<file path="config.mk">
export PLATFORM = sky130hd
export DESIGN_NAME = cos_input_port
export DESIGN_NICKNAME = d
export VERILOG_FILES = /design/src/verilog/cos_pkg.sv /design/src/verilog/cos_input_port.sv
export SDC_FILE = /design/constraint.sdc
export NUM_CORES = 1
export LEC_CHECK = 0
export ABC_AREA = 1
export BUFFER_PORTS_ARGS = -buffer_cell sky130_fd_sc_hd__buf_2
export CAP_MARGIN = 40
export CORE_MARGIN = 4
export CORE_UTILIZATION = 29
export DETAILED_ROUTE_END_ITERATION = 12
export GPL_ROUTABILITY_DRIVEN = 0
export HOLD_SLACK_MARGIN = 0.1
export PLACE_DENSITY_LB_ADDON = 0.2
export SYNTH_ARGS = -nofsm -noshare
export SYNTH_HDL_FRONTEND = slang
export SYNTH_SLANG_ARGS = --single-unit
export TNS_END_PERCENT = 100
</file>
<file path="constraint.sdc">
create_clock -name major_clk -period 2.2 [get_ports major_clk]
set_input_delay 0.11 -clock major_clk [delete_from_list [all_inputs] [get_ports major_clk]]
set_output_delay 0.11 -clock major_clk [all_outputs]
set_load 0.01 [all_outputs]
</file>
<file path="src/verilog/cos_pkg.sv">
// Cosine Taylor series constants
package cos_pkg;

	// Data widths
	localparam int angle_width  = 16;            // Angle input word
	localparam int result_width = 16;            // Cosine and term word
	localparam int power_width  = 18;            // Power chain word
	localparam int coeff_width  = 18;            // Series coefficient word

	// Series size
	localparam int num_terms  = 8;               // x^0 through x^14
	localparam int num_powers = 2 * (num_terms - 1);  // Highest power reached

	// Fixed shifts
	localparam int power_shift    = 17;          // After each power multiply
	localparam int angle_preshift = 2;           // Input angle to first power

	// Series coefficients, one per even power
	// Signs alternate, magnitudes are 1/(2k)! at each term's own scale
	localparam logic signed [coeff_width-1:0] coeff_table [num_terms] = '{
		18'h1_0000,                              // x^0, unity
		18'h3_0000,                              // x^2, -1/2
		18'h1_5555,                              // x^4, 1/24
		18'h2_93e9,                              // x^6, -1/720
		18'h1_a01a,                              // x^8
		18'h2_d81b,                              // x^10
		18'h1_1eee,                              // x^12
		18'h2_6c69                               // x^14
	};

	// Right shift after the coefficient multiply
	// Brings every term onto the common result scale
	localparam int term_shift_table [num_terms] = '{
		2,
		14,
		12,
		11,
		11,
		11,
		12,
		14
	};

	// Register stage counts
	localparam int power_stages = num_powers - 1;  // One per multiply, x^2 to x^14
	localparam int accum_stages = num_terms - 1;   // One per addition

endpackage

</file>
<file path="src/verilog/cos_input_port.sv">
// Angle input capture
`timescale 1ns/1ps

module cos_input_port (
	input  logic                                    major_clk,
	input  logic                                    rst,
	input  logic                                    in_req,    // Four-phase request
	input  logic signed [cos_pkg::angle_width-1:0]  in_angle,
	output logic                                    in_ack,
	input  logic                                    pipe_en,   // Global stall enable
	output logic signed [cos_pkg::power_width-1:0]  x1,        // Scaled angle, stage zero
	output logic                                    x1_valid
);

	import cos_pkg::*;

	logic                          capture;   // Take the angle this cycle
	logic signed [power_width-1:0] angle_ext; // Sign extended angle

	// New request, ack still low, and room in stage zero
	assign capture = in_req && !in_ack && (!x1_valid || pipe_en);

	assign angle_ext = power_width'(in_angle);

	// Handshake and occupancy
	always_ff @(posedge major_clk) begin
		if (rst) begin
			in_ack   <= 1'b0;
			x1_valid <= 1'b0;
		end else begin
			if (capture) begin
				in_ack   <= 1'b1;
				x1_valid <= 1'b1;
			end else begin
				if (pipe_en)
					x1_valid <= 1'b0;  // Item moved into the power chain
				if (in_ack && !in_req)
					in_ack <= 1'b0;    // Request withdrawn, close the cycle
			end
		end
	end

	// Payload, exact since the shift fits the wider word
	always_ff @(posedge major_clk) begin
		if (capture)
			x1 <= angle_ext <<< angle_preshift;
	end

endmodule

</file>
==> results.yml <==
sta:
  rsz0062_at_grt: "false"
  final_max_slew_viol_count: 0
  period_share_pct: 53.6
  final.setup.tns_ns: 0
  setup_violations: 0
  final.setup_skew_ns: 0.00323
  whs_ns: 0.136
  fin_crit_ns: 1.18
  hold_viol: 0
  fmax_mhz: 847
outcome:
  outcome: "completed"
floorplan:
  start_util_pct: 30.3
  coreArea_um2: 1940
  die_area_um2: 2810
  chipWidth_um: 53.0
  io_pins: 40
  die_y_um: 53.0
  row_count: 16
worst_hold_path:
  hp-class: "in2reg"
  holdCritStartpoint: "pipe_en"
finish:
  drive_gt1_share_pct: 47.3
  n_fill_cell: 183
  layout_commonest_cell: "buf_2"
  fin_cells: 118
  multi_input_area_um2: 41.3
  final-seq-area_um2: 520
  syn2layout_area_growth_pct: 71.7
  diodes: 0
  fin_nets: 112
  layout_common_cells: "buf_2, dlygate4sd3_1, edfxtp_1"
cts:
  root_buffer: "clkbuf_4"
  clock-sinks: 18
  path_clk_slew_ns: 0.09
  postCtsResizedCells: 0
  post_cts_buffers: 0
  cts_buffers: 3
  htreeDepth: 1
  clock_path_buffers: 2
  tritoncts: "done"
  clk_latency_ns: 0.28
critical_path:
  regToRegStartpoint: "x1_valid"
  critPathRequiredTime_ns: 2.43
  crit_path_start: "x1_valid"
  start_kind: "register"
  end_kind: "register"
  cp_max_fo: 4
  worst-setup-path-type: "reg2reg"
  worst_ep_arrival_time_ns: 1.41
synth:
  ys_types: 11
  ys_ff_latch: 18
  netlist_instances: 32
  synth_area_um2: 588
  synth_top_cell_area_share_pct: 81.7
  yosysWarningCount: 0
  synth_top_area_cell: "edfxtp_1"
  synth.avg_cell_area_um2: 18.4
  yosysSeqAreaShare_pct: 88.5
  synth_area_leaders: "edfxtp_1, dfxtp_1, buf_4, inv_1, nand2_1"
route:
  wire_per_inst_um: 11.0
  vias_per_cell: 3.85
  firstDrtPassIters: 2
  vias: 454
  drc: 0
  drt_wl_total_mm: 1.30
  drt_iter0_drc: 8
  ant_nets: 0
power_and_ir_drop:
  power_density_nw_per_um2: 645
  p_sw_uw: 140
  ir_drop_v: 0.000371
  clock_power_share_pct: 24.5
  p_comb_share_pct: 13.9
  leakage_uw: 0.000453
  p_sw_share_pct: 21.4
  p_int_uw: 512
  p_seq_share_pct: 61.6
grt:
  antenna_found_initial: 0
  grt_pass1_vias: 498
  grt_overflow: 0
  track_usage_pct: 10.5
  grt_start_max_net_pins: 17
  grt_pass1_wl_mm: 2.04
flow_run:
  maxCapViolations: 0
placed_design:
  dp.cells: 96
  io_buffers: 37
  hpwl_um: 861
==> routing by layer <==
layer | share of wire [%] | global-route usage (%) | wire length, um | vias to the layer above
met5 | 0 | 0 | 0 | -
met4 | 0 | 5.11 | 0 | 0
met3 | 6.2 | 2.54 | 80 | 0
met2 | 60 | 21.9 | 777 | 18
met1 | 34 | 8.77 | 440 | 211
li1 | - | - | - | 225
==> logic make-up after synthesis <==
logic type | synth area share, %
DFF | 88.5
buffers and inverters | 5.10
and+or+nand+nor | 3.40
AOI/OAI and AO/OA | 2.34
other | 0.638
==> flip-flops by register name (all words and copies together), names as in the netlist <==
signal and cells:
x1_valid 1, x1 16, in_ack 1
==> power by group through the flow <==
stage | sequential (uW) | combinational (uW) | clock (uW)
CTS | 402 | 90.0 | 168
global placement | 409 | 64.5 | 0
floorplan | 421 | 16.0 | 0
finish | 401 | 90.3 | 160
global route | 403 | 99.2 | 188
detailed placement | 410 | 65.7 | 0
==> per-stage QoR <==
step                area, um^2  power (uW)  utilization [%]  setup WS (ns)
finish                    1010         651             52.0           1.02
CTS                       1010         660             52.0           1.03
detailed placement         803         475             41.4           1.08
floorplan                  592         437                -          0.516
global route              1010         690             52.0          0.943
global placement           803         474             41.4           1.11
==> timing repair <==
| item | CTS | global route |
|---|---|---|
| hold buffers | 18 | 0 |
| endpoints found under the setup margin | 0 | 0 |
| hold endpoints to repair | 18 | 0 |
==> path summary, 6_finish.rpt <==
kind | cells after the start | end | slack [ns]
max | 3 | x1_valid | 1.02
min | 5 | in_ack | 0.14
max reg2reg | 3 | x1_valid | 1.02
min reg2reg | 3 | in_ack | 0.55
==> area by class of cell <==
cell class	count	area share, %
clock inverter	1	0.372
tap	27	3.35
clock buffer	3	2.23
multi-input combinational	9	4.09
sequential	18	51.5
timing repair buffer	56	36.9
inverter	4	1.49
==> synth_stat cells <==
cell type  count
edfxtp_1      16
inv_1          3
nand2_1        3
buf_4          2
dfxtp_1        2
a21oi_1        1
a21oi_2        1
conb_1         1
inv_2          1
nand3_1        1
nor2_1         1
==> critical path, stage by stage, from the launching register on <==
cell           delay [ns]
dfxtp_1              0.38
nand2_1              0.09
a21oi_2              0.12
dlygate4sd3_1        0.54
Note: power is estimated with default switching activity, not from simulation.
