==> config.mk <==
export PLATFORM = sky130hd
export DESIGN_NAME = term_multiply
export DESIGN_NICKNAME = d
export VERILOG_FILES = /design/src/verilog/cos_pkg.sv /design/src/verilog/term_multiply.sv
export SDC_FILE = /design/constraint.sdc
export NUM_CORES = 2
export LEC_CHECK = 0
export BUFFER_PORTS_ARGS = -buffer_cell sky130_fd_sc_hd__buf_2
export CORE_MARGIN = 5
export CORE_UTILIZATION = 30
export DETAILED_ROUTE_END_ITERATION = 7
export HOLD_SLACK_MARGIN = 0.1
export SLEW_MARGIN = 5
export SYNTH_ARGS = -nofsm -noshare
export SYNTH_HDL_FRONTEND = slang
export SYNTH_SLANG_ARGS = --single-unit
==> constraint.sdc <==
create_clock -name major_clk -period 6.9 [get_ports major_clk]
set_input_delay 1.38 -clock major_clk [delete_from_list [all_inputs] [get_ports major_clk]]
set_output_delay 1.38 -clock major_clk [all_outputs]
set_load 0.05 [all_outputs]
==> src/verilog/cos_pkg.sv <==
// Cosine Taylor series constants
package cos_pkg;

	// Data widths
	localparam int angle_width  = 16;            // Angle input word
	localparam int result_width = 16;            // Cosine and term word
	localparam int power_width  = 18;            // Power chain word
	localparam int coeff_width  = 18;            // Series coefficient word

	// Series size
	localparam int num_terms  = 8;               // x^0 through x^14
	localparam int num_powers = 2 * (num_terms - 1);  // Highest power reached

	// Fixed shifts
	localparam int power_shift    = 17;          // After each power multiply
	localparam int angle_preshift = 2;           // Input angle to first power

	// Series coefficients, one per even power
	// Signs alternate, magnitudes are 1/(2k)! at each term's own scale
	localparam logic signed [coeff_width-1:0] coeff_table [num_terms] = '{
		18'h1_0000,                              // x^0, unity
		18'h3_0000,                              // x^2, -1/2
		18'h1_5555,                              // x^4, 1/24
		18'h2_93e9,                              // x^6, -1/720
		18'h1_a01a,                              // x^8
		18'h2_d81b,                              // x^10
		18'h1_1eee,                              // x^12
		18'h2_6c69                               // x^14
	};

	// Right shift after the coefficient multiply
	// Brings every term onto the common result scale
	localparam int term_shift_table [num_terms] = '{
		2,
		14,
		12,
		11,
		11,
		11,
		12,
		14
	};

	// Register stage counts
	localparam int power_stages = num_powers - 1;  // One per multiply, x^2 to x^14
	localparam int accum_stages = num_terms - 1;   // One per addition

endpackage

==> src/verilog/term_multiply.sv <==
// Coefficient multiply of each even power
`timescale 1ns/1ps

module term_multiply (
	input  logic                                    major_clk,
	input  logic                                    rst,
	input  logic signed [cos_pkg::power_width-1:0]  even_powers [1:cos_pkg::num_terms-1],
	input  logic                                    powers_valid,
	input  logic                                    pipe_en,
	output logic signed [cos_pkg::result_width-1:0] terms [0:cos_pkg::num_terms-1],
	output logic                                    terms_valid
);

	import cos_pkg::*;

	// Coefficient times power, full width
	logic signed [coeff_width+power_width-1:0] prod [1:num_terms-1];

	always_comb begin
		for (int j = 1; j < num_terms; j++) begin
			prod[j] = coeff_table[j] * even_powers[j];
		end
	end

	// One register stage for all terms
	always_ff @(posedge major_clk) begin
		if (pipe_en) begin
			// Constant term, no power involved
			terms[0] <= result_width'(coeff_table[0] >>> term_shift_table[0]);
			for (int j = 1; j < num_terms; j++) begin
				// Arithmetic shift to the result scale, then drop upper bits
				terms[j] <= result_width'(prod[j] >>> term_shift_table[j]);
			end
		end
	end

	always_ff @(posedge major_clk) begin
		if (rst)
			terms_valid <= 1'b0;
		else if (pipe_en)
			terms_valid <= powers_valid;
	end

endmodule

==> reports/qor.csv <==
metric,value,unit
dieArea,107000,µm²
route.final.wire_length,68.1,mm
core_area,100000,µm²
pre_cts_slack,-0.0549,ns
cts.repair.resized,0,
cts_root_buffer,clkbuf_16,
ios,259,
status,"complete, no violations",
path_class,in -> reg,
synth_cell_types,67,
dp_hpwl,62.2,mm
finalHoldViolations,0,
cts-buffers-inserted,9,
slew_headroom,0.342,
start_util,0.302,
hold_path_class,reg -> reg,
ctsHoldBuffers,0,
cts_tree,done,
postLayoutCoreUtil,0.338,
grt_max_degree,61,
end_kind,register,
htreeDepth,3,
worstMarginPinSlew,0.980,ns
fin_nets,4539,
clock_sinks,111,
finalMaxSlewViolations,0,
yosys_most_used_dff,edfxtp_1,
routedWlPerCell,15.1,µm
portBuffers,236,
clock_path_buffers,2,
overflow,0,
gp_congestion,0.865,
post_cts_buffers,0,
antenna_left,0,
drc,0,
max_freq,151,MHz
cp_max_fo,4,
rows,116,
reg2reg_to,terms_valid$_SDFFE_PP0P_,
track_usage,0.134,
final_common_cell,inv_1,
clock_skew,0,ns
min_period,6.60,ns
rsz0062_at_grt,false,
setup_viol,0,
ff2ff_path_depth,2,
max-cap-violations,0,
insertion_delay,0.39,ns
via_per_inst,4.24,
critPathLaunchType,primary input,
required,7.06,ns
hold_end,terms_valid$_SDFFE_PP0P_,
min_from,terms_valid$_SDFFE_PP0P_,
grt_first_pass_wirelength,113,mm
synth.avg_cell_area,10.5,µm²
finalCritPeriodShare,0.957,
yosysSeqAreaShare,0.110,
synth_top_area_frac,0.370,
synth_area_leaders,"fa_1 (37%), ha_1 (27%), inv_1 (12%)",
yosys.area.top_type,fa_1,
path_clk_slew,0.09,ns
cp.arrival,6.76,ns
grt_pass1_vias,21500,
mostFrequentLayoutCells,"inv_1 (995), ha_1 (651), fa_1 (560)",
ys_async_sr_fraction,0,
fp.dieH,328,µm
die_x,328,µm
yosys_register_bits,111,
r2r-start,terms_valid$_SDFFE_PP0P_,
drive_above_1_share,0.104,
firstDrtPassIters,4,
yosysWarnings,0,
r2r_slack,6.31,ns
area_growth,11.6,%
synth-edff-count,110,
synth_area,30300,µm²
netlist_instances,2888,
antenna_found_initial,14,
finalSetupTns,0,ns
num_vias,19100,
worst_slack,0.299,ns
holdPathStages,2,
drt_iter0_drc,501,
==> sequential cells by signal (all words and copies together) (netlist names) <==
name / flops
terms_valid: 1
terms: 110
==> how the worst max path moves through the flow <==
stage	endpoint	slack (ns)	start	depth (start not counted)
5_1_grt	terms[78]$_DFFE_PP_	0.08	even_powers[78]	22
3_3_place_gp	terms[15]$_DFFE_PP_	-0.10	even_powers[0]	20
4_1_cts	terms[15]$_DFFE_PP_	0.40	even_powers[0]	20
6_report	terms[15]$_DFFE_PP_	0.30	even_powers[0]	20
3_5_place_dp	terms[15]$_DFFE_PP_	-0.05	even_powers[0]	20
2_1_floorplan	terms[25]$_DFFE_PP_	0.59	even_powers[26]	19
==> routing by layer <==
metal / routed length (µm) / vias to the layer above / part of all wire / track usage
li1: - / 9384 / - / -
met1: 32100 / 9390 / 0.47 / 0.183
met2: 31200 / 289 / 0.46 / 0.223
met3: 3460 / 56 / 0.051 / 0.0276
met4: 1290 / 0 / 0.019 / 0.0262
met5: 0 / - / 0 / 0
==> synth_stat cells (6+ instances only) <==
cell	number
o21ai_0	23
nand3_1	17
nor2b_1	7
a31oi_1	9
xor2_1	40
nand2_1	36
nor3_1	24
a21oi_1	49
o21a_1	15
or2_2	6
and3_1	10
nand4_1	6
edfxtp_1	110
xnor2_1	137
inv_1	995
and2_1	6
or3_1	8
nor2_1	58
a21o_1	24
buf_4	18
fa_1	560
ha_1	651
a211oi_1	7
==> per-stage QoR <==
stage | area, µm² | instances | hold WS [ns]
6_report | 33800 | 4510 | 0.504
5_1_grt | 33800 | 4501 | 0.577
4_1_cts | 33800 | 4501 | 0.502
3_5_place_dp | 33500 | 4485 | 0.483
3_3_place_gp | 33500 | 4485 | 0.472
2_1_floorplan | 30400 | 2904 | 0.733
==> area by class of cell <==
cell class	instances	area, µm²
clock inverters	6	35.0
inverters	996	3740
multi-input cells	1777	23100
flip-flops and latches	111	3320
repair buffers	303	1690
clock buffers	10	229
fillers	10200	66300
diodes	9	22.5
well taps	1298	1620
==> worst max-delay path, stage by stage <==
cell and delay [ns]:
buf_2 0.14, fa_1 0.60, inv_1 0.09, fa_1 0.51
inv_1 0.04, ha_1 0.26, inv_1 0.05, fa_1 0.49
inv_1 0.05, fa_1 0.52, inv_1 0.05, fa_1 0.47
inv_1 0.04, ha_1 0.17, or3_1 0.36, a311oi_1 0.76
o21ai_0 0.24, buf_4 0.20, a31oi_1 0.23, xnor2_1 0.09
==> logic make-up (layout without fill, tap and decap cells) <==
group / after synthesis / after routing / share of synthesized area
xor gates and xnor gates: 177 / 177 / 0.0512
other: 2 / 27 / 0.000248
adders and majority gates: 1212 / 1212 / 0.639
DFF: 111 / 111 / 0.110
and+or+nand+nor: 191 / 191 / 0.0305
buffers and inverters: 1016 / 1315 / 0.128
muxes: 1 / 1 / 0.000330
AOI/OAI and AO/OA: 178 / 178 / 0.0406
Power is left out: the tool's default activity adds up to more than one toggle a clock period on the data nets, which glitch-free logic cannot reach.
