==> src/verilog/cos_pkg.sv <==
// Cosine Taylor series constants
package cos_pkg;

	// Data widths
	localparam int angle_width  = 16;            // Angle input word
	localparam int result_width = 16;            // Cosine and term word
	localparam int power_width  = 18;            // Power chain word
	localparam int coeff_width  = 18;            // Series coefficient word

	// Series size
	localparam int num_terms  = 8;               // x^0 through x^14
	localparam int num_powers = 2 * (num_terms - 1);  // Highest power reached

	// Fixed shifts
	localparam int power_shift    = 17;          // After each power multiply
	localparam int angle_preshift = 2;           // Input angle to first power

	// Series coefficients, one per even power
	// Signs alternate, magnitudes are 1/(2k)! at each term's own scale
	localparam logic signed [coeff_width-1:0] coeff_table [num_terms] = '{
		18'h1_0000,                              // x^0, unity
		18'h3_0000,                              // x^2, -1/2
		18'h1_5555,                              // x^4, 1/24
		18'h2_93e9,                              // x^6, -1/720
		18'h1_a01a,                              // x^8
		18'h2_d81b,                              // x^10
		18'h1_1eee,                              // x^12
		18'h2_6c69                               // x^14
	};

	// Right shift after the coefficient multiply
	// Brings every term onto the common result scale
	localparam int term_shift_table [num_terms] = '{
		2,
		14,
		12,
		11,
		11,
		11,
		12,
		14
	};

	// Register stage counts
	localparam int power_stages = num_powers - 1;  // One per multiply, x^2 to x^14
	localparam int accum_stages = num_terms - 1;   // One per addition

endpackage

==> src/verilog/cos_output_port.sv <==
// Result holding register and output handshake
`timescale 1ns/1ps

module cos_output_port (
	input  logic                                    major_clk,
	input  logic                                    rst,
	input  logic signed [cos_pkg::result_width-1:0] sum,
	input  logic                                    sum_valid,
	output logic                                    pipe_en,     // Stall for every stage
	output logic                                    out_req,     // Four-phase request
	input  logic                                    out_ack,
	output logic signed [cos_pkg::result_width-1:0] out_result
);

	import cos_pkg::*;

	logic full_q;  // Result held, not yet acknowledged
	logic load;    // Take the finished item

	// Freeze only when a finished item has nowhere to go
	assign pipe_en = !(sum_valid && full_q);
	assign load    = sum_valid && !full_q;

	always_ff @(posedge major_clk) begin
		if (rst) begin
			full_q  <= 1'b0;
			out_req <= 1'b0;
		end else begin
			if (load) begin
				full_q  <= 1'b1;
				out_req <= !out_ack;  // Previous ack must be low first
			end else if (out_req && out_ack) begin
				out_req <= 1'b0;      // Consumer has the result
				full_q  <= 1'b0;
			end else if (full_q && !out_req && !out_ack) begin
				out_req <= 1'b1;      // Delayed raise after old ack drops
			end
		end
	end

	// Stable while held
	always_ff @(posedge major_clk) begin
		if (load)
			out_result <= sum;
	end

endmodule

==> config.mk <==
export PLATFORM = sky130hd
export DESIGN_NAME = cos_output_port
export DESIGN_NICKNAME = d
export VERILOG_FILES = /design/src/verilog/cos_pkg.sv /design/src/verilog/cos_output_port.sv
export SDC_FILE = /design/constraint.sdc
export NUM_CORES = 1
export LEC_CHECK = 0
export BUFFER_PORTS_ARGS = -buffer_cell sky130_fd_sc_hd__buf_4
export CORE_UTILIZATION = 38
export DETAILED_ROUTE_END_ITERATION = 10
export PLACE_DENSITY_LB_ADDON = 0.25
export SLEW_MARGIN = 20
export SYNTH_ARGS = -nofsm -noshare
export SYNTH_HDL_FRONTEND = slang
export SYNTH_SLANG_ARGS = --single-unit
==> constraint.sdc <==
create_clock -name major_clk -period 1.1 [get_ports major_clk]
set_input_delay 0.055 -clock major_clk [delete_from_list [all_inputs] [get_ports major_clk]]
set_output_delay 0.055 -clock major_clk [all_outputs]
set_load 0.01 [all_outputs]
==> results by group <==
Timing
  – Unrepaired setup endpoints after global routing: false
  – Final setup viols: 0
  – Final WS setup: 0.0871 ns
  – Hold Fails Final Rpt: 0
  – Fin Clk Skew: between 0.001 and 0.0015 ns
  – Worst Tran Pin Value: 0.229 ns
  – Slew Viols, Final: 0
  – Fin Setup TNS: 0 ns
  – Period utilization: 92.1%
  – Fmax: 987 MHz
  – Fin crit period: around 1.0 ns
  – Slew HR: ~85%

Synthesis
  – Post-Synth Simple-Gate Area: 4.73%
  – Distinct cells, synth: 7
  – Post-Synth Adder-Cell Area: 0%
  – Seq cells post-synth: 18
  – Gate Count Post-Synth: 24
  – Synthesized area per cell: approximately 23 sq um
  – Post-synthesis compound-gate area fraction: 1.58%
  – Largest family of logic cells by synthesized area: simple AND/OR/NAND/NOR gates
  – Top post-synthesis cells by area: edfxtp_1 86%, dfxtp_1 7.2%, nor3_1 1.8%
  – Post-synthesis mux area share: 0%
  – YS warnings: 0
  – Sequential fraction of the synthesis area: between 90 and 100%
  – Synth top area share: 86.5%
  – Post-Syn Area: 556 sq um
  – Post-synthesis xor/xnor area fraction: 0%
  – Yosys top cell by area: edfxtp_1
  – Syn nets: 44

Cells and area
  – Ratio of cells with drive above 1 in the final layout: 50.6%
  – Area of the multi-input gates: ~36 sq um
  – Most frequent cells in the layout: 38 x buf_4, 18 x dlygate4sd3_1, 16 x edfxtp_1
  – Fin cells: 98
  – Syn-to-layout area delta: 91.4%
  – Commonest non-fill, non-tap cell in the layout: buf_4
  – NumNets Final: 105
  – Register area: 520 sq um
  – Final Cell Area: 1060 sq um
  – Diode count: 0
  – Fill cells: 90

Route
  – DRC: 0
  – Final WL: ~1200 um
  – Post-route ant nets: 0
  – Vias: about 420
  – Initial DRC count: 1
  – Pre-Repair DR Iteration Count: 2
  – Vias per cell: about 4.3
  – DR WL/cell: 12.1 um

Floorplanning
  – Starting Density: 41.7%
  – Num ports: 38
  – Die ar.: 1620 sq um
  – Row cnt: 13
  – Die outline height: 40.2 um
  – Die X-Extent: 40.2 um
  – Core footprint: 1330 sq um

Critical path
  – CP Cell Sequence: and2b_4
  – Critical Path Source Type: register
  – Critical Path RT: 1.07 ns
  – Worst Path Buf+Inv: 0
  – Worst path max stage delay: around 0.39 ns
  – CP max-delay cell: and2b_4
  – Crit-path max FO: 16
  – Worst Path Arrival: approximately 0.98 ns
  – CP Capture Type: register
  – Top delay family on crit path: simple AND/OR/NAND/NOR gates
  – CP Class: register to register

Clock tree
  – TritonCTS Buffers: 3
  – Clock insertion delay at the later pin of the skew report: 0.27 ns
  – Root Driver: clkbuf_4
  – Clk buf depth: 2
  – Clk sinks: 18
  – Clock tree from TritonCTS: built
  – # Post-CTS Setup Buffers: 0
  – Htree depth: 1
  – CTS clock-pin slew for the worst setup and hold paths: 0.09 ns

Global routing
  – Grt total ovfl: 0
  – Initial antenna violation count: 0
  – Largest net degree at the start of global routing: 17
  – GRT Util Overall: 15.8%
  – Vias in the first global route: 397
  – First-pass GRT wire length: ~1600 um

Pwr
  – Total power: approximately 1.3 mW
  – Pwr/cell area: 1230 nW/um^2
  – Leakage power: ~0.45 nW
  – VDD IR max: 0.918 mV

Placement
  – I/O Buffers: 37
  – Pre-CTS setup slack: 0.0210 ns
  – Post-Place Cell Area: about 860 sq um
  – Routability cong.: about 0.59
  – Placed Cells: 77

Hold path
  – Worst hold path type: input pin to register

Flow run
  – Maxcap violations: 0

Run status
  – Status: finished clean
[tightest hold or removal path, delay by kind of cell]
| family | cells | cell delay [ns] |
|---|---|---|
| AO/OA/AOI/OAI | 1 | 0.05 |
| buffers and inverters | 1 | 0.12 |
| AND/OR/NAND/NOR | 1 | 0.08 |
[path summary, 6_finish.rpt]
check	startpoint	cells after the start	to	slack (ns)
max	full_q	1	out_result[12]	0.09
min	sum_valid	3	full_q	0.07
min reg2reg	out_req	1	full_q	0.52
max reg2reg	full_q	1	out_result[12]	0.09
[cell usage after synthesis]
library cell	number
nand2_1	1
nor3_1	2
nor2_1	1
and2b_2	1
edfxtp_1	16
dfxtp_1	2
a311oi_1	1
[logic make-up (layout without fill, tap and decap cells)]
family | Yosys count | after routing
simple gates | 5 | 5
flops | 18 | 18
buf+inv | 0 | 59
compound gates | 1 | 1
[flip-flops by register name, summed over array words and instances, names as in the netlist]
name	cells
out_req	1
full_q	1
out_result	16
[metrics by stage]
| step | hold WS (ns) | util [%] |
|---|---|---|
| global placement | 0.227 | 64.4 |
| finish | 0.0718 | 79.7 |
| CTS | 0.0497 | 79.6 |
| floorplan | 0.132 | - |
| detailed placement | 0.235 | 64.4 |
| global route | 0.0620 | 79.7 |
[layer usage]
metal	vias to the layer above	GRT usage, %	wire length (um)
met5	-	0	0
met2	25	29.4	643
met3	0	3.33	73
li1	212	-	-
met4	0	7.50	0
met1	187	16.7	468
[layout make-up]
class | count | area share [%]
tap | 15 | 1.76
sequential | 18 | 48.9
multi-input combinational | 6 | 3.41
timing repair buffer | 56 | 43.8
clock buffer | 3 | 2.12
[power by group]
part           internal [mW]  switching (mW)
registers              0.790          0.0114
clock network          0.127           0.167
logic                  0.136          0.0736
total                   1.05           0.252
[timing repair]
| item | 4_1_cts | 5_1_grt |
|---|---|---|
| endpoints found under the hold margin | 18 | 0 |
| setup endpoints to repair | 0 | 16 |
| gates resized for setup | 0 | 1 |
| hold buffers | 18 | 0 |
Power figures use the tool's default switching activity.
