===== src/verilog/cos_pkg.sv =====
// Cosine Taylor series constants
package cos_pkg;

	// Data widths
	localparam int angle_width  = 16;            // Angle input word
	localparam int result_width = 16;            // Cosine and term word
	localparam int power_width  = 18;            // Power chain word
	localparam int coeff_width  = 18;            // Series coefficient word

	// Series size
	localparam int num_terms  = 8;               // x^0 through x^14
	localparam int num_powers = 2 * (num_terms - 1);  // Highest power reached

	// Fixed shifts
	localparam int power_shift    = 17;          // After each power multiply
	localparam int angle_preshift = 2;           // Input angle to first power

	// Series coefficients, one per even power
	// Signs alternate, magnitudes are 1/(2k)! at each term's own scale
	localparam logic signed [coeff_width-1:0] coeff_table [num_terms] = '{
		18'h1_0000,                              // x^0, unity
		18'h3_0000,                              // x^2, -1/2
		18'h1_5555,                              // x^4, 1/24
		18'h2_93e9,                              // x^6, -1/720
		18'h1_a01a,                              // x^8
		18'h2_d81b,                              // x^10
		18'h1_1eee,                              // x^12
		18'h2_6c69                               // x^14
	};

	// Right shift after the coefficient multiply
	// Brings every term onto the common result scale
	localparam int term_shift_table [num_terms] = '{
		2,
		14,
		12,
		11,
		11,
		11,
		12,
		14
	};

	// Register stage counts
	localparam int power_stages = num_powers - 1;  // One per multiply, x^2 to x^14
	localparam int accum_stages = num_terms - 1;   // One per addition

endpackage


===== src/verilog/term_accumulate.sv =====
// Pipelined running sum of terms
`timescale 1ns/1ps

module term_accumulate (
	input  logic                                    major_clk,
	input  logic                                    rst,
	input  logic signed [cos_pkg::result_width-1:0] terms [0:cos_pkg::num_terms-1],
	input  logic                                    terms_valid,
	input  logic                                    pipe_en,
	output logic signed [cos_pkg::result_width-1:0] sum,
	output logic                                    sum_valid
);

	import cos_pkg::*;

	logic signed [result_width-1:0] sum_q  [1:accum_stages];  // Partial sum per stage
	logic signed [result_width-1:0] addend [1:accum_stages];  // Term entering stage m
	logic [accum_stages:1]          vld;

	// Terms not yet added ride along, term m waits m-1 stages
	for (genvar m = 1; m <= accum_stages; m++) begin : g_carry
		if (m == 1) begin : g_now
			assign addend[m] = terms[1];
		end else begin : g_held
			logic signed [result_width-1:0] hold [1:m-1];
			always_ff @(posedge major_clk) begin
				if (pipe_en) begin
					hold[1] <= terms[m];
					for (int d = 2; d < m; d++) begin
						hold[d] <= hold[d-1];
					end
				end
			end
			assign addend[m] = hold[m-1];
		end
	end

	// Adder chain, wraps at the result width
	always_ff @(posedge major_clk) begin
		if (pipe_en) begin
			sum_q[1] <= terms[0] + addend[1];
			for (int m = 2; m <= accum_stages; m++) begin
				sum_q[m] <= sum_q[m-1] + addend[m];
			end
		end
	end

	always_ff @(posedge major_clk) begin
		if (rst)
			vld <= '0;
		else if (pipe_en)
			vld <= {vld[accum_stages-1:1], terms_valid};
	end

	assign sum       = sum_q[accum_stages];  // All terms added
	assign sum_valid = vld[accum_stages];

endmodule


===== config.mk =====
export PLATFORM = sky130hd
export DESIGN_NAME = term_accumulate
export DESIGN_NICKNAME = d
export VERILOG_FILES = /design/src/verilog/cos_pkg.sv /design/src/verilog/term_accumulate.sv
export SDC_FILE = /design/constraint.sdc
export NUM_CORES = 1
export LEC_CHECK = 0
export BUFFER_PORTS_ARGS = -buffer_cell sky130_fd_sc_hd__buf_2
export CAP_MARGIN = 15
export CORE_AREA = 3 3 188 190
export CTS_BUF_LIST = sky130_fd_sc_hd__clkbuf_8
export CTS_CLUSTER_SIZE = 14
export DETAILED_ROUTE_END_ITERATION = 12
export DIE_AREA = 0 0 191 193
export HOLD_SLACK_MARGIN = 0.03
export PLACE_DENSITY = 0.73
export SYNTH_ARGS = -nofsm -noshare
export SYNTH_HDL_FRONTEND = slang
export SYNTH_SLANG_ARGS = --single-unit

===== constraint.sdc =====
create_clock -name major_clk -period 3.07 [get_ports major_clk]
set_input_delay 0.307 -clock major_clk [delete_from_list [all_inputs] [get_ports major_clk]]
set_output_delay 0.307 -clock major_clk [all_outputs]
set_load 0.05 [all_outputs]

==> qor.txt <==
Initial Utilization = 55.1%
critical path's largest stage delay = 0.53 ns
final wirelength = 29300 um
detailed placer's ending HPWL = 18900 um
# rows = 67
crit path kind = input port to flop
fill cell count = 2301
Max Clock Freq = 0.380 GHz
status = finished clean
Power, Total = 17300 uW
Post-Syn Area = 18500 sq um
Nets = 1656
FFs w/ async S/R, synth = 0%
final setup vio count = 0
I/O Pins = 149
die height = 193 um
Worst Skew = 0.0419 ns
CP Launch Type = input port
First-pass DRT Iterations = 5
postcts setup bufs = 0
Area growth syn-to-layout = 19.2%
met1 wire length = 11500 um
vias in the first global route = 10.4k
routed vias = 10.0k
clock root cell = clkbuf_8
WL met2 = 15400 um
Synth Warn # = 0
Final Hold Viols = 0
synthesized area per cell = 16.8 sq um
WP data required = 3.39 ns
pwr dens = 783 nW/um^2
Wirelength per Cell = 15.3 um
Via density = 5.23
final slew viol count = 0
Crit Path Max Fanout = 3
Die Width = 191 um
Post-CTS Hold Buffers = 101
clk slew on worst S/H paths = 0.06 ns
Synth Register Bits = 455
post-cts gate resize count = 0
Slew headroom = 58.4%
Slew @ Worst Pin = 0.617 ns
synth unique cells = 56
setup TNS = 0 ns
minimum clock period = 2.63 ns
slowest cell on the critical path = dlygate4sd3_1
Placed Cells = 1686
Num CTS Buffers = 71
IO buf count = 148
latest clock arrival within the worst-skew pair = 0.59 ns
pin count of the biggest net entering global routing = 88
clock sinks = 455
total track usage = 16.4%
Setup crit end kind = flop
most common cell after layout, fill and taps aside = edfxtp_1
unrepaired setup endpoints after global routing = no
Post-synth EDFFs = 448
first-pass GRT wire length = 48300 um
Clock Tree Buf Depth = 3
fin cells = 1914
worst-path cell chain = dlygate4sd3_1 > buf_2 > ha_1 > fa_1 > a21o_1 > a211oi_1 > o21ai_0 > nand2_1 > nor4_1 > a311o_1
pre-CTS setup slack = 0.421 ns
CTS tree = yes
Iter 0 DRT Violations = 398
Die ar. = 36900 sq um
final worst setup slack = 0.440 ns
min-delay worst type = input port to flop
metal3 WL = 1550 um
core area = 33600 sq um
max_cap viols = 0
Final Cycle Share = 85.7%
leak pwr = 0.00848 uW
commonest non-fill, non-tap cells in the layout = 448 x edfxtp_1, 147 x buf_2, 105 x ha_1, 101 x dlygate4sd3_1
htree depth = 3
initial antenna violation count = 3
Fin Hold WS = 0.125 ns
post-route ant nets = 0
Syn Inst Count = 1102
placer congestion estimate = 0.859
highest metal used = met4
layout cell share with drive strength beyond 1 = 17.9%
DRC violations left = 0
dominant synthesized flop cell = edfxtp_1
sequential fraction of the synthesis area = 73.4%
Max VDD drop = 0.000476 V
syn nets = 1346
grt ovf = 0
Arr. time, crit path = 2.95 ns
[cell type report]
cell class	count	area (sq um)	area share [%]
sequential	455	13600	61.6
multi-input combinational	609	4720	21.4
timing repair buffer	257	1880	8.53
clock buffer	73	1000	4.55
tap	448	561	2.54
clock inverter	51	241	1.09
inverter	18	67.6	0.306
antenna	3	7.51	0.0340
[cells by family (layout without fill, tap and decap cells)]
logic type	Yosys count	in the layout	synth area share [%]
flops	455	455	73.4
compound gates	250	250	9.04
simple gates	141	141	3.51
fa+ha+maj	112	112	7.85
xor+xnor	95	95	4.49
buf+inv	38	399	1.10
mux	11	11	0.595
other cells	0	3	0
[power by group]
group	total, uW	internal [uW]	switching [uW]
clock network	4430	2290	2140
registers	8330	8070	257
logic	4520	1940	2590
[worst paths after layout]
path | from | to | slack, ns | depth (start not counted)
setup / recovery | terms[112] | sum_q[0][30] | 0.44 | 10
setup reg to reg | g_carry[2].g_held.hold[1][0] | sum_q[0][46] | 0.45 | 8
hold reg to reg | g_carry[7].g_held.hold[0][77] | g_carry[7].g_held.hold[0][93] | 0.39 | 0
hold / removal | terms[113] | sum_q[0][17] | 0.13 | 2
[critical path: cells and delay by family]
family | cells | cell delay [ns]
AO/OA/AOI/OAI | 4 | 1.13
buffers and inverters | 2 | 0.65
adder cells (fa/ha/maj) | 2 | 0.62
AND/OR/NAND/NOR | 2 | 0.24
[state kept, by name (all words and copies together) (netlist names)]
| name | flops |
|---|---|
| g_carry.g_held.hold | 336 |
| sum_q | 112 |
| vld | 7 |
[synth_stat cells, drive strengths merged (11+ instances only)]
cell type,number,area share (%)
ha,105,7.1
a21o,41,1.7
edfxtp,448,73
o211ai,11,0.45
xnor2,64,3.0
nand3,14,0.38
a211oi,14,0.57
mux2i,11,0.59
nor2,39,0.79
o21ai,38,1.1
nand2,43,0.87
xor2,31,1.5
inv,18,0.36
a21oi,77,2.2
buf,16,0.65
nor3,11,0.30
[per-layer routing]
layer / GRT usage [%] / up-vias
li1: - / 4942
met1: 18.1 / 4736
met2: 29.9 / 255
met3: 3.85 / 70
met4: 8.07 / 0
met5: 0 / -
[per-stage QoR]
stage | cell area [sq um] | util (%)
after floorplan | 18500 | -
after global placement | 19800 | 58.9
after detailed placement | 19800 | 58.9
after CTS | 22100 | 65.7
after global routing | 22100 | 65.7
final | 22100 | 65.7
(Power assumes the default switching activity.)
